--- src/hdl/host_reg_pkg.sv ---
// Host register map for byte writes where byte count 3 is outside every operand
package host_reg_pkg;

    // --------------------------------------------------
    // Address and byte-count widths
    // --------------------------------------------------
    localparam int REG_ADDR_W = 5;
    localparam int BYTECNT_W = 2;
    localparam int REG_BYTE_W = 8;

    typedef logic [REG_ADDR_W-1:0] reg_addr_t;
    typedef logic [BYTECNT_W-1:0]  bytecnt_t;
    typedef logic [REG_BYTE_W-1:0] reg_byte_t;

    // --------------------------------------------------
    // Register map
    // --------------------------------------------------
    localparam reg_addr_t REG_OPA = 5'd0;   // Operand a in bytes 0..2
    localparam reg_addr_t REG_OPB = 5'd1;   // Operand b in bytes 0..2
    localparam reg_addr_t REG_GO  = 5'd2;   // Opcode in bits 1:0

    // Opcode field inside the GO data byte
    localparam int GO_OP_LSB = 0;
    localparam int GO_OP_MSB = 1;

    // One host write of 15 bits
    typedef struct packed {
        reg_addr_t addr;
        bytecnt_t  bytecnt;
        reg_byte_t data;
    } host_wr_t;

endpackage

--- src/hdl/mldsa_arith_pkg.sv ---
// Coefficient types and constants for q = 8380417 where operands are assumed already below q
package mldsa_arith_pkg;

    // --------------------------------------------------
    // Modulus and derived widths
    // --------------------------------------------------
    localparam int COEF_W = 23;
    localparam int FOLD_SH = 13;                        // 2^23 == 2^13 - 1 (mod q)
    localparam logic [COEF_W-1:0] MLDSA_Q = 23'd8380417;
    localparam int PIPE_STAGES = 3;                     // Engine cycles from ack to result

    // Operation queue and LED hold time
    localparam int OP_FIFO_PTR_W = 2;
    localparam int OP_FIFO_DEPTH = 2 ** OP_FIFO_PTR_W;
    localparam int LED_CNT_W = 24;
    localparam logic [LED_CNT_W-1:0] LED_HOLD_CYCLES = 24'd10000000;

    typedef logic [COEF_W-1:0]        coef_t;
    typedef logic [2*COEF_W-1:0]      prod_t;           // Unreduced a*b
    typedef logic [OP_FIFO_PTR_W-1:0] fifo_ptr_t;
    typedef logic [OP_FIFO_PTR_W:0]   fifo_cnt_t;       // Holds 0 up to the full depth
    typedef logic [LED_CNT_W-1:0]     led_cnt_t;

    typedef enum logic [1:0] {
        OP_MUL = 2'd0,
        OP_ADD = 2'd1,
        OP_SUB = 2'd2
    } arith_op_e;

    // One queued operation of 48 bits
    typedef struct packed {
        arith_op_e op;
        coef_t     a;
        coef_t     b;
    } op_req_t;

endpackage

--- src/hdl/coef_arith_engine.sv ---
// Operands must already be below q and are not range-checked, and opcode 3 computes a multiply
`timescale 1ns/1ps

module coef_arith_engine
    import mldsa_arith_pkg::*;
(
    input  logic    crypt_clk,
    input  logic    resetn,
    input  op_req_t op_i,
    input  logic    op_req_i,
    output logic    op_ack_o,
    output coef_t   result_o,
    output logic    res_req_o,
    input  logic    res_ack_i,
    output logic    trigger_o
);

    typedef enum logic [1:0] {
        IDLE,
        COMPUTE,
        PRESENT,
        WAIT_DROP
    } eng_state_e;

    eng_state_e  state_q;
    logic [1:0]  step_q;
    logic        op_ack_q;
    logic        accept;
    logic        last_step;
    op_req_t     op_q;
    prod_t       s1_d;
    prod_t       s1_q;
    logic [35:0] fold1;        // Below 2^36 after the first fold
    logic [26:0] s2_d;         // Below 2^27 after the second fold
    logic [26:0] s2_q;
    logic [23:0] fold3;        // Below 2q after the last fold
    coef_t       s3_d;
    coef_t       result_q;

    assign accept    = (state_q == IDLE) && op_req_i && !op_ack_q;
    assign last_step = (step_q == 2'(PIPE_STAGES - 1));

    // --------------------------------------------------
    // Three datapath stages after the operand latch
    // --------------------------------------------------
    always_comb begin
        case (op_q.op)
            OP_ADD:  s1_d = prod_t'(op_q.a) + prod_t'(op_q.b);
            OP_SUB:  s1_d = prod_t'(op_q.a) + prod_t'(MLDSA_Q) - prod_t'(op_q.b);
            default: s1_d = prod_t'(op_q.a) * prod_t'(op_q.b);
        endcase
    end

    // x = hi*2^23 + lo folds to hi*2^13 - hi + lo
    always_comb begin
        fold1 = {s1_q[2*COEF_W-1:COEF_W], {FOLD_SH{1'b0}}}
                - 36'(s1_q[2*COEF_W-1:COEF_W]) + 36'(s1_q[COEF_W-1:0]);
        s2_d  = 27'({fold1[35:COEF_W], {FOLD_SH{1'b0}}})
                - 27'(fold1[35:COEF_W]) + 27'(fold1[COEF_W-1:0]);
    end

    // Small fold then a single subtraction covers the range below 2q
    always_comb begin
        fold3 = 24'({s2_q[26:COEF_W], {FOLD_SH{1'b0}}})
                - 24'(s2_q[26:COEF_W]) + 24'(s2_q[COEF_W-1:0]);
        s3_d  = (fold3 >= 24'(MLDSA_Q)) ? coef_t'(fold3 - 24'(MLDSA_Q)) : coef_t'(fold3);
    end

    always_ff @(posedge crypt_clk) begin
        if (accept) begin
            op_q <= op_i;
        end
        if (state_q == COMPUTE) begin
            s1_q <= s1_d;
            s2_q <= s2_d;
        end
        if ((state_q == COMPUTE) && last_step) begin
            result_q <= s3_d;                   // Held through PRESENT
        end
    end

    // --------------------------------------------------
    // Control FSM and handshakes
    // --------------------------------------------------
    always_ff @(posedge crypt_clk or negedge resetn) begin
        if (!resetn) begin
            state_q  <= IDLE;
            step_q   <= '0;
            op_ack_q <= 1'b0;
        end else begin
            case (state_q)
                IDLE: begin
                    if (accept) begin
                        state_q <= COMPUTE;
                        step_q  <= '0;
                    end
                end
                COMPUTE: begin
                    if (last_step) begin
                        state_q <= PRESENT;     // Result req three cycles after ack
                    end else begin
                        step_q <= step_q + 1'b1;
                    end
                end
                PRESENT:   if (res_ack_i) state_q <= WAIT_DROP;
                WAIT_DROP: if (!res_ack_i) state_q <= IDLE;
                default:   state_q <= IDLE;
            endcase

            if (accept) begin
                op_ack_q <= 1'b1;
            end else if (op_ack_q && !op_req_i) begin
                op_ack_q <= 1'b0;               // Sender has dropped req
            end
        end
    end

    assign op_ack_o  = op_ack_q;
    assign result_o  = result_q;
    assign res_req_o = (state_q == PRESENT);
    assign trigger_o = (state_q == COMPUTE);   // Capture window

endmodule

--- src/hdl/host_word_assembler.sv ---
// GO writes are dropped while a request is in flight and opcode 3 is undefined (computed as a multiply)
`timescale 1ns/1ps

module host_word_assembler
    import mldsa_arith_pkg::*;
    import host_reg_pkg::*;
(
    input  logic     crypt_clk,
    input  logic     resetn,
    input  host_wr_t host_wr_i,
    input  logic     host_wr_en_i,
    output op_req_t  op_o,
    output logic     op_req_o,
    input  logic     op_ack_i,
    output logic     busy_o,
    output logic     drop_o
);

    typedef enum logic {
        IDLE,
        OFFER
    } asm_state_e;

    asm_state_e state_q;
    coef_t      opa_q;
    coef_t      opb_q;
    op_req_t    op_q;       // Private copy while offered
    logic       drop_q;
    logic       go_wr;
    logic       go_ok;

    // Places one host byte into its lane of a coefficient
    function automatic coef_t put_byte(coef_t cur, bytecnt_t lane, reg_byte_t data);
        coef_t upd;
        upd = cur;
        case (lane)
            2'd0:    upd[7:0]   = data;
            2'd1:    upd[15:8]  = data;
            2'd2:    upd[22:16] = data[6:0];   // Top bit of the byte is unused
            default: upd        = cur;
        endcase
        return upd;
    endfunction

    assign go_wr = host_wr_en_i && (host_wr_i.addr == REG_GO);
    assign go_ok = (state_q == IDLE) && !op_ack_i;    // Previous ack must have fallen

    // --------------------------------------------------
    // Operand staging registers
    // --------------------------------------------------
    always_ff @(posedge crypt_clk) begin
        if (host_wr_en_i && (host_wr_i.addr == REG_OPA)) begin
            opa_q <= put_byte(opa_q, host_wr_i.bytecnt, host_wr_i.data);
        end
        if (host_wr_en_i && (host_wr_i.addr == REG_OPB)) begin
            opb_q <= put_byte(opb_q, host_wr_i.bytecnt, host_wr_i.data);
        end
        if (go_wr && go_ok) begin
            op_q.op <= arith_op_e'(host_wr_i.data[GO_OP_MSB:GO_OP_LSB]);
            op_q.a  <= opa_q;
            op_q.b  <= opb_q;
        end
    end

    // --------------------------------------------------
    // Request handshake and drop flag
    // --------------------------------------------------
    always_ff @(posedge crypt_clk or negedge resetn) begin
        if (!resetn) begin
            state_q <= IDLE;
            drop_q  <= 1'b0;
        end else begin
            case (state_q)
                IDLE: begin
                    if (go_wr && go_ok) begin
                        state_q <= OFFER;
                    end
                end
                OFFER: begin
                    if (op_ack_i) begin
                        state_q <= IDLE;        // req falls next cycle
                    end
                end
                default: state_q <= IDLE;
            endcase
            if (go_wr && !go_ok) begin
                drop_q <= 1'b1;                 // Sticky until reset
            end
        end
    end

    assign op_o     = op_q;
    assign op_req_o = (state_q == OFFER);
    assign busy_o   = (state_q == OFFER) || op_ack_i;
    assign drop_o   = drop_q;

endmodule

--- src/hdl/mldsa_harness_top.sv ---
// Single-clock harness and result_o is valid only while res_req_o is high
`timescale 1ns/1ps

module mldsa_harness_top
    import mldsa_arith_pkg::*;
    import host_reg_pkg::*;
(
    input  logic     crypt_clk,
    input  logic     resetn,
    input  host_wr_t host_wr_i,
    input  logic     host_wr_en_i,
    output logic     busy_o,
    output logic     drop_o,
    output coef_t    result_o,
    output logic     res_req_o,
    input  logic     res_ack_i,
    output logic     trigger_o,
    output logic     led_o
);

    op_req_t asm_op;        // Assembler to queue
    logic    asm_req;
    logic    asm_ack;
    op_req_t eng_op;        // Queue to engine
    logic    eng_req;
    logic    eng_ack;
    logic    trigger;

    // --------------------------------------------------
    // Producer, buffer, consumer
    // --------------------------------------------------
    host_word_assembler i_host_word_assembler (
        .crypt_clk    (crypt_clk),
        .resetn       (resetn),
        .host_wr_i    (host_wr_i),
        .host_wr_en_i (host_wr_en_i),
        .op_o         (asm_op),
        .op_req_o     (asm_req),
        .op_ack_i     (asm_ack),
        .busy_o       (busy_o),
        .drop_o       (drop_o)
    );

    op_fifo i_op_fifo (
        .crypt_clk (crypt_clk),
        .resetn    (resetn),
        .in_op_i   (asm_op),
        .in_req_i  (asm_req),
        .in_ack_o  (asm_ack),
        .out_op_o  (eng_op),
        .out_req_o (eng_req),
        .out_ack_i (eng_ack)
    );

    coef_arith_engine i_coef_arith_engine (
        .crypt_clk (crypt_clk),
        .resetn    (resetn),
        .op_i      (eng_op),
        .op_req_i  (eng_req),
        .op_ack_o  (eng_ack),
        .result_o  (result_o),
        .res_req_o (res_req_o),
        .res_ack_i (res_ack_i),
        .trigger_o (trigger)
    );

    // Trigger goes to the scope pin and the LED
    trigger_led_timer i_trigger_led_timer (
        .crypt_clk (crypt_clk),
        .resetn    (resetn),
        .trigger_i (trigger),
        .led_o     (led_o)
    );

    assign trigger_o = trigger;

endmodule

--- src/hdl/op_fifo.sv ---
// Four-entry operation queue where the input side holds ack low while every slot is taken
`timescale 1ns/1ps

module op_fifo
    import mldsa_arith_pkg::*;
(
    input  logic    crypt_clk,
    input  logic    resetn,
    input  op_req_t in_op_i,
    input  logic    in_req_i,
    output logic    in_ack_o,
    output op_req_t out_op_o,
    output logic    out_req_o,
    input  logic    out_ack_i
);

    typedef enum logic {
        IN_WAIT_REQ,
        IN_WAIT_DROP
    } in_state_e;

    typedef enum logic {
        OUT_OFFER,
        OUT_WAIT_DROP
    } out_state_e;

    op_req_t    mem_q [OP_FIFO_DEPTH];
    fifo_ptr_t  wr_ptr_q;
    fifo_ptr_t  rd_ptr_q;
    fifo_cnt_t  count_q;
    in_state_e  in_state_q;
    out_state_e out_state_q;
    logic       out_req_q;
    logic       full;
    logic       push;
    logic       pop;

    assign full = (count_q == fifo_cnt_t'(OP_FIFO_DEPTH));
    assign push = (in_state_q == IN_WAIT_REQ) && in_req_i && !full;
    assign pop  = (out_state_q == OUT_OFFER) && out_req_q && out_ack_i;

    // Storage written only on an accepted request
    always_ff @(posedge crypt_clk) begin
        if (push) begin
            mem_q[wr_ptr_q] <= in_op_i;
        end
    end

    // --------------------------------------------------
    // Pointers and occupancy
    // --------------------------------------------------
    always_ff @(posedge crypt_clk or negedge resetn) begin
        if (!resetn) begin
            wr_ptr_q <= '0;
            rd_ptr_q <= '0;
            count_q  <= '0;
        end else begin
            if (push) begin
                wr_ptr_q <= wr_ptr_q + 1'b1;   // Wraps at the depth
            end
            if (pop) begin
                rd_ptr_q <= rd_ptr_q + 1'b1;
            end
            case ({push, pop})
                2'b10:   count_q <= count_q + 1'b1;
                2'b01:   count_q <= count_q - 1'b1;
                default: count_q <= count_q;
            endcase
        end
    end

    // --------------------------------------------------
    // Handshake machines for the two sides
    // --------------------------------------------------
    always_ff @(posedge crypt_clk or negedge resetn) begin
        if (!resetn) begin
            in_state_q  <= IN_WAIT_REQ;
            out_state_q <= OUT_OFFER;
            out_req_q   <= 1'b0;
        end else begin
            case (in_state_q)
                IN_WAIT_REQ:  if (push) in_state_q <= IN_WAIT_DROP;
                IN_WAIT_DROP: if (!in_req_i) in_state_q <= IN_WAIT_REQ;
                default:      in_state_q <= IN_WAIT_REQ;
            endcase

            case (out_state_q)
                OUT_OFFER: begin
                    if (pop) begin
                        out_req_q   <= 1'b0;
                        out_state_q <= OUT_WAIT_DROP;
                    end else if (count_q != '0) begin
                        out_req_q <= 1'b1;      // One cycle after non-empty
                    end
                end
                OUT_WAIT_DROP: begin
                    if (!out_ack_i) begin
                        out_state_q <= OUT_OFFER;
                    end
                end
                default: out_state_q <= OUT_OFFER;
            endcase
        end
    end

    assign in_ack_o  = (in_state_q == IN_WAIT_DROP);
    assign out_op_o  = mem_q[rd_ptr_q];     // Head stays put until popped
    assign out_req_o = out_req_q;

endmodule

--- src/hdl/trigger_led_timer.sv ---
// LED stays lit for LED_HOLD_CYCLES after the last trigger cycle and each trigger reloads it
`timescale 1ns/1ps

module trigger_led_timer
    import mldsa_arith_pkg::*;
(
    input  logic crypt_clk,
    input  logic resetn,
    input  logic trigger_i,
    output logic led_o
);

    led_cnt_t cnt_q;

    // --------------------------------------------------
    // Hold counter
    // --------------------------------------------------
    always_ff @(posedge crypt_clk or negedge resetn) begin
        if (!resetn) begin
            cnt_q <= '0;
        end else if (trigger_i) begin
            cnt_q <= LED_HOLD_CYCLES;           // Restart on every trigger cycle
        end else if (cnt_q != '0) begin
            cnt_q <= cnt_q - led_cnt_t'(1);
        end
    end

    // Lit while any count remains
    assign led_o = (cnt_q != '0);

endmodule

--- config.mk ---
export PLATFORM = sky130hd
export DESIGN_NAME = mldsa_harness_top
export DESIGN_NICKNAME = d
export VERILOG_FILES = /design/src/hdl/host_reg_pkg.sv /design/src/hdl/mldsa_arith_pkg.sv /design/src/hdl/coef_arith_engine.sv /design/src/hdl/host_word_assembler.sv /design/src/hdl/mldsa_harness_top.sv /design/src/hdl/op_fifo.sv /design/src/hdl/trigger_led_timer.sv
export SDC_FILE = /design/constraint.sdc
export NUM_CORES = 2
export LEC_CHECK = 0
export BUFFER_PORTS_ARGS = -buffer_cell sky130_fd_sc_hd__buf_2
export CAP_MARGIN = 30
export CELL_PAD_IN_SITES_DETAIL_PLACEMENT = 1
export CELL_PAD_IN_SITES_GLOBAL_PLACEMENT = 2
export CORE_ASPECT_RATIO = 1.2
export CORE_MARGIN = 2
export CORE_UTILIZATION = 44
export DETAILED_ROUTE_END_ITERATION = 8
export PLACE_DENSITY = 0.87
export SLEW_MARGIN = 10
export SYNTH_ARGS = -nofsm -noshare
export SYNTH_HDL_FRONTEND = slang
export SYNTH_HIERARCHICAL = 1
export SYNTH_SLANG_ARGS = --single-unit
--- constraint.sdc ---
create_clock -name crypt_clk -period 17.6 [get_ports crypt_clk]
set_clock_uncertainty 0.15 [all_clocks]
set_input_delay 0.88 -clock crypt_clk [delete_from_list [all_inputs] [get_ports crypt_clk]]
set_output_delay 0.88 -clock crypt_clk [all_outputs]
set_load 0.05 [all_outputs]
# Yosys cells after proc, flatten, opt, wreduce, memory -nomap -nowiden

Memories as Yosys holds them, arrays and structs flattened. A register that Yosys moved wholly into a read port is not among the register bits.
Cells that the tools add are included.

Memories: 1
RAM bits: 192
Flip-flop bits (word level): 231
Logic and storage cells: 130
Bits in read-only memories: 0
Output and inout port bits: 28
Bits in latches: 0

Reductions and logical operators: 39
Shifts and indexed selects: 0
Order comparisons: 1
Bitwise logic cells: 3
Multipliers: 1
Equality and inequality tests: 18
Add/sub/neg operators: 16
Div/mod/pow operators: 0
Multiplexer cells: 27

Memory list:

| memory          | depth | width | rd ports | clocked after Yosys merged registers in | write ports | RTL line      | text |
|---|---|---|---|---|---|---|---|
| i_op_fifo.mem_q | 4     | 48    | 1        | 1                                       | 1           | op_fifo.sv:27 | `op_req_t mem_q [OP_FIFO_DEPTH];` |

Operator list:

| operator                                                                | number |
|---|---|
| 46-bit one-hot mux with 2 select lines                                  | 1 |
| 24-bit 2-to-1 mux                                                       | 2 |
| 23-bit by 23-bit multiplier with 46-bit output                          | 1 |
| 46-bit by 23-bit subtractor with 46-bit output                          | 1 |
| 36-bit by 23-bit adder with 36-bit output                               | 1 |
| 36-bit by 23-bit subtractor with 36-bit output                          | 1 |
| 27-bit by 23-bit adder with 27-bit output                               | 1 |
| 26-bit by 13-bit subtractor with 27-bit output                          | 1 |
| 23-bit by 23-bit adder with 24-bit output                               | 1 |
| 23-bit by 23-bit adder with 24-bit output, second input constant        | 1 |
| 24-bit by 23-bit adder with 24-bit output                               | 1 |
| 24-bit by 23-bit >= comparator with 1-bit output, second input constant | 1 |
| 24-bit nonzero test                                                     | 1 |
| 24-bit by 1-bit subtractor with 24-bit output, second input constant    | 1 |
| 23-bit 2-to-1 mux                                                       | 1 |
| 23-bit subtractor, second input constant                                | 1 |
| 17-bit by 4-bit subtractor with 18-bit output                           | 1 |
| 1-bit logical AND                                                       | 14 |
| 2-bit AND reduction                                                     | 7 |
| 2-bit equality test, second input constant                              | 6 |
| 2-bit 2-to-1 mux                                                        | 6 |
| 1-bit 2-to-1 mux                                                        | 11 |
| 2-bit nonzero test                                                      | 5 |
| 2-bit by 1-bit equality test with 1-bit output, second input constant   | 4 |
| 20 further kinds                                                        | 34 |

# Depth between registers and ports, before layout

Depth after elaboration: 5
Gate-level depth with buffers: 30
Depth with buffers taken out: 29

# Hierarchy

The synthesis kept the hierarchy.

By module, submodules not included:

| module              | cells each | seq. area each (um^2) | times used | area an instance (um^2) |
|---|---|---|---|---|
| coef_arith_engine   | 3342       | 4449.3                | 1          | 30422.9 |
| op_fifo             | 297        | 6015.8                | 1          | 7437.1 |
| host_word_assembler | 117        | 2872.8                | 1          | 2995.4 |
| trigger_led_timer   | 141        | 600.6                 | 1          | 1378.8 |

# Worst setup path after synthesis

No wires, ideal clock.

Kind: register -> register
From: register, netlist name i_coef_arith_engine/op_q[36]
To: register i_coef_arith_engine.s1_q[40] (data pin)
Clock period less this slack: 7.655 ns
Setup time: 0.254 ns
Cell stages (with the launch flop): 27
Required time: 17.196 ns
Setup slack: 9.945 ns
Arrival: 7.251 ns
Path buffers: 3
Cell sequence: edfxtp_1 clkbuf_1 clkbuf_1 nand2_1 fa_1 fa_1 fa_1 fa_1 inv_1 fa_1 fa_1 inv_1 fa_1 inv_1 ha_1 clkbuf_1 a21o_1 o21bai_1 a21o_1 a21o_1 a22o_1 a21o_1 o41ai_1 o21ai_0 a311oi_1 xnor2_1 a21o_1

Cells in the longest elaborated chain, start to end: 3

RTL lines:

| item                                           | RTL line                | text |
|---|---|---|
| 23-bit by 23-bit adder with 24-bit output      | coef_arith_engine.sv:49 | `OP_SUB: s1_d = prod_t'(op_q.a) + prod_t'(MLDSA_Q) - prod_t'(op_q.b);` |
| 46-bit by 23-bit subtractor with 46-bit output | coef_arith_engine.sv:49 |  |
| 46-bit one-hot mux with 2 select lines *       | coef_arith_engine.sv:47 | `case (op_q.op)` |
| via i_coef_arith_engine.s1_d[40]               | coef_arith_engine.sv:31 | `prod_t s1_d;` |
| end signal: assignment                         | coef_arith_engine.sv:74 | `s1_q <= s1_d;` |
| end: declaration                               | coef_arith_engine.sv:32 | `prod_t s1_q;` |

Mark *: on every way through the listed nets, which the timed path passes. The rest lies on a longest branch.
A chain may end at the register's enable or synchronous reset.

# Final worst setup path

From: register, netlist name i_coef_arith_engine/op_q[37]
To: register i_coef_arith_engine.s1_q[40] (data pin)

Cells in the longest elaborated chain, start to end: 3

RTL lines:

| item                                           | RTL line |
|---|---|
| 23-bit by 23-bit adder with 24-bit output      | coef_arith_engine.sv:49 |
| 46-bit by 23-bit subtractor with 46-bit output | coef_arith_engine.sv:49 |
| 46-bit one-hot mux with 2 select lines *       | coef_arith_engine.sv:47 |
| via i_coef_arith_engine.s1_d[40]               | coef_arith_engine.sv:31 |

Marked as above.

==> results.py <==
metrics = {
    "critical_path": {
        "path_common_cell": "fa_1",
        "crit_path_max_incr_delay_ps": 1010,
        "endpoint_kind": "register",
        "worstPathArrival_ps": 9080,
        "critPathTopFamily": "adder cells",
        "startpoint_type": "register",
        "path_class": "reg2reg",
        "cp.required_ps": 17810,
        "slowest_stage": "edfxtp_1",
        "worst-path-buf-inv": 5,
        "path_cells": "inv_1 > nor2_1 > fa_1 > fa_1 > inv_1 > fa_1 > inv_1 > fa_1 > fa_1 > fa_1 > inv_1 > fa_1 > inv_1 > ha_1 > a21o_1 > a21oi_1 > o31ai_1 > a22o_1 > a21o_1 > o41ai_1 > o21ai_0 > a311oi_1 > xnor2_1 > a21o_1",
        "crit_fanout": 19,
    },
    "synth": {
        "synth_seq_cells": 471,
        "yosysTopAreaCell": "edfxtp_1",
        "synth_warnings": 6,
        "yosysSeqAreaShare_pct": 33.00,
        "async_reset_ff_share_pct": 8.705,
        "synth-edff-count": 430,
        "syn_nets": 4747,
        "avgSynthCellArea_um2": 10.84,
        "synth_flop_cell": "edfxtp_1",
        "yosys.area.top_type_share_pct": 30.57,
        "syn_area_um2": 42230,
        "synth.area.top_cells": "edfxtp_1 31%, fa_1 22%, ha_1 11%",
        "synth.distinct_cells": 92,
        "synth_cells": 3897,
    },
    "cts": {
        "postCtsSetupBuffers": 0,
        "cts_tree": "done",
        "ctsLongestPathBuffers": 3,
        "postCtsHoldBufs": 0,
        "numClockSinks": 471,
        "clkTransAtPathRegs_ps": 60,
        "cts_made_buffers": 48,
        "h-tree-depth": 2,
        "cts_root_buffer": "clkbuf_16",
        "clk_latency_ps": 660,
        "cts_resized": 0,
    },
    "grt": {
        "grt_first_pass_wirelength_um": 182500,
        "grt_overflow": 0,
        "grt_antenna_before_repair": 0,
        "grt.total_usage_pct": 24.28,
        "first_global_vias": 31310,
        "grt_max_degree": 56,
    },
    "run": {
        "cap_violations": 0,
    },
    "routing": {
        "via_count": 28310,
        "detail_route.vias_per_cell": 5.436,
        "first_pass_iters": 5,
        "drtIter0Drc": 1632,
        "drc": 0,
        "wl_per_cell_um": 22.63,
        "detail-route-antenna-nets": 0,
        "wl_um": 117900,
    },
    "sta": {
        "fmax_mhz": 112.7,
        "fin_crit_ps": 8869,
        "slew_viol_final": 0,
        "setup_viol": 0,
        "tightest_slew_ps": 1025,
        "finalSetupTns_ps": 0,
        "slew_headroom_pct": 31.48,
        "rsz0062_at_grt": "false",
        "hold_violations": 0,
        "fin_crit_sh_pct": 50.39,
    },
    "die": {
        "core-area_um2": 95260,
        "start_util_pct": 44.34,
        "die_area_um2": 98490,
        "fp-row-count": 124,
        "fp.dieW_um": 286.8,
        "pin_count": 47,
        "die_h_um": 343.4,
    },
    "worst_hold_path": {
        "hold_class": "in2async",
    },
    "place": {
        "place_hpwl_um": 91440,
        "routabilityCongestion": 0.9013,
        "dp_cells": 5116,
        "io_buffers": 46,
    },
    "finish": {
        "fillerInstances": 10340,
        "multi_input_area_um2": 25130,
        "syn2layout_area_growth_pct": 8.387,
        "num-nets-final": 4762,
        "final_cells": 5208,
        "drive_above_1_share_pct": 6.714,
        "regArea_um2": 13940,
    },
    "status": {
        "outcome": "finished clean",
    },
}
## placed cells by master, fill, tap and decap left out, drive strengths merged, types with 48 or more instances in the layout
cell / n
inv: 703
clkbuf: 56
a21oi: 157
o21ai: 75
xnor2: 117
buf: 103
ha: 377
edfxtp: 430
and2: 182
a21o: 99
nor2: 186
nand2: 363
mux4: 48
xor2: 78
fa: 454
## synth_stat cells (14+ instances only)
cell type and number:
a21o_1 99, dfrtp_1 41, and3_1 19, fa_1 454
nand4_1 15, xor2_1 78, xnor2_1 117, o21a_1 27
ha_1 377, nor3_1 39, nand3_1 32, and2_1 179
a21oi_1 157, nand2b_1 27, edfxtp_1 430, a221oi_1 20
inv_1 697, nor4_1 14, mux4_2 48, nand2_1 363
clkbuf_1 118, o21ai_0 71, nor2_1 185, o21bai_1 27
nor2b_1 23
## state kept, by name, indices dropped and copies added (netlist names), 2 cells and up
register	count
i_coef_arith_engine/result_o	23
i_op_fifo/rd_ptr_q	2
i_coef_arith_engine/s1_q	46
i_coef_arith_engine/op_q	48
i_op_fifo/mem_q	192
i_host_word_assembler/opa_q	23
i_coef_arith_engine/step_q	2
i_host_word_assembler/op_o	48
i_trigger_led_timer/cnt_q	24
i_op_fifo/count_q	3
i_op_fifo/wr_ptr_q	2
i_host_word_assembler/opb_q	23
i_coef_arith_engine/s2_q	27
i_coef_arith_engine/state_q	2
## cells by family (layout without fill, tap and decap cells)
family / count (synthesis) / after routing / synth area share (%)
multiplexers: 57 / 57 / 2.788
AND/OR/NAND/NOR: 972 / 972 / 11.38
XOR/XNOR: 195 / 195 / 4.044
adder cells (fa/ha/maj): 831 / 831 / 32.69
AO/OA/AOI/OAI: 532 / 532 / 8.523
flip-flops: 471 / 471 / 33.00
buffers and inverters: 839 / 889 / 7.575
other: 0 / 1 / 0
## through the flow
stage                     util [%]  instance area [µm²]  hold WS, ps  worst slack, ps
final                        48.05                45780        20.63             8731
after global routing         48.05                45770        32.52             8402
after CTS                    47.93                45660        11.41             8795
after detailed placement     46.20                44010        255.1             8813
after global placement       46.01                43830        250.5             8859
after floorplan                  -                42230        250.3             9945
## layout make-up
class / count / area share, %
antenna: 1 / 0.005467
tap: 1260 / 3.444
clock inverter: 29 / 0.9102
clock buffer: 56 / 2.690
timing repair buffer: 103 / 1.853
sequential: 471 / 30.46
multi-input combinational: 2587 / 54.89
inverter: 701 / 5.748
## final timing paths
check	start	end	slack (ps)	depth (start not counted)
min	resetn	i_coef_arith_engine/op_ack_o	20	1
min reg2reg	i_host_word_assembler/opa_q[12]	i_host_word_assembler/op_o[35]	250	0
max reg2reg	i_coef_arith_engine/op_q[37]	i_coef_arith_engine/s1_q[40]	8730	24
max in group asynchronous	resetn	i_trigger_led_timer/cnt_q[22]	16790	2
min in group crypt_clk	i_host_word_assembler/opa_q[12]	i_host_word_assembler/op_o[35]	250	0
max	i_coef_arith_engine/op_q[37]	i_coef_arith_engine/s1_q[40]	8730	24
## layer usage
layer,track usage [%],vias up,part of all wire [%]
li1,-,12900,-
met5,0,-,0
met4,9.950,0,4.5
met3,2.414,216,3.7
met1,29.40,14530,40
met2,44.18,665,52
Power is left out: the tool's default activity adds up to more than one toggle a clock period on the data nets, which glitch-free logic cannot reach.
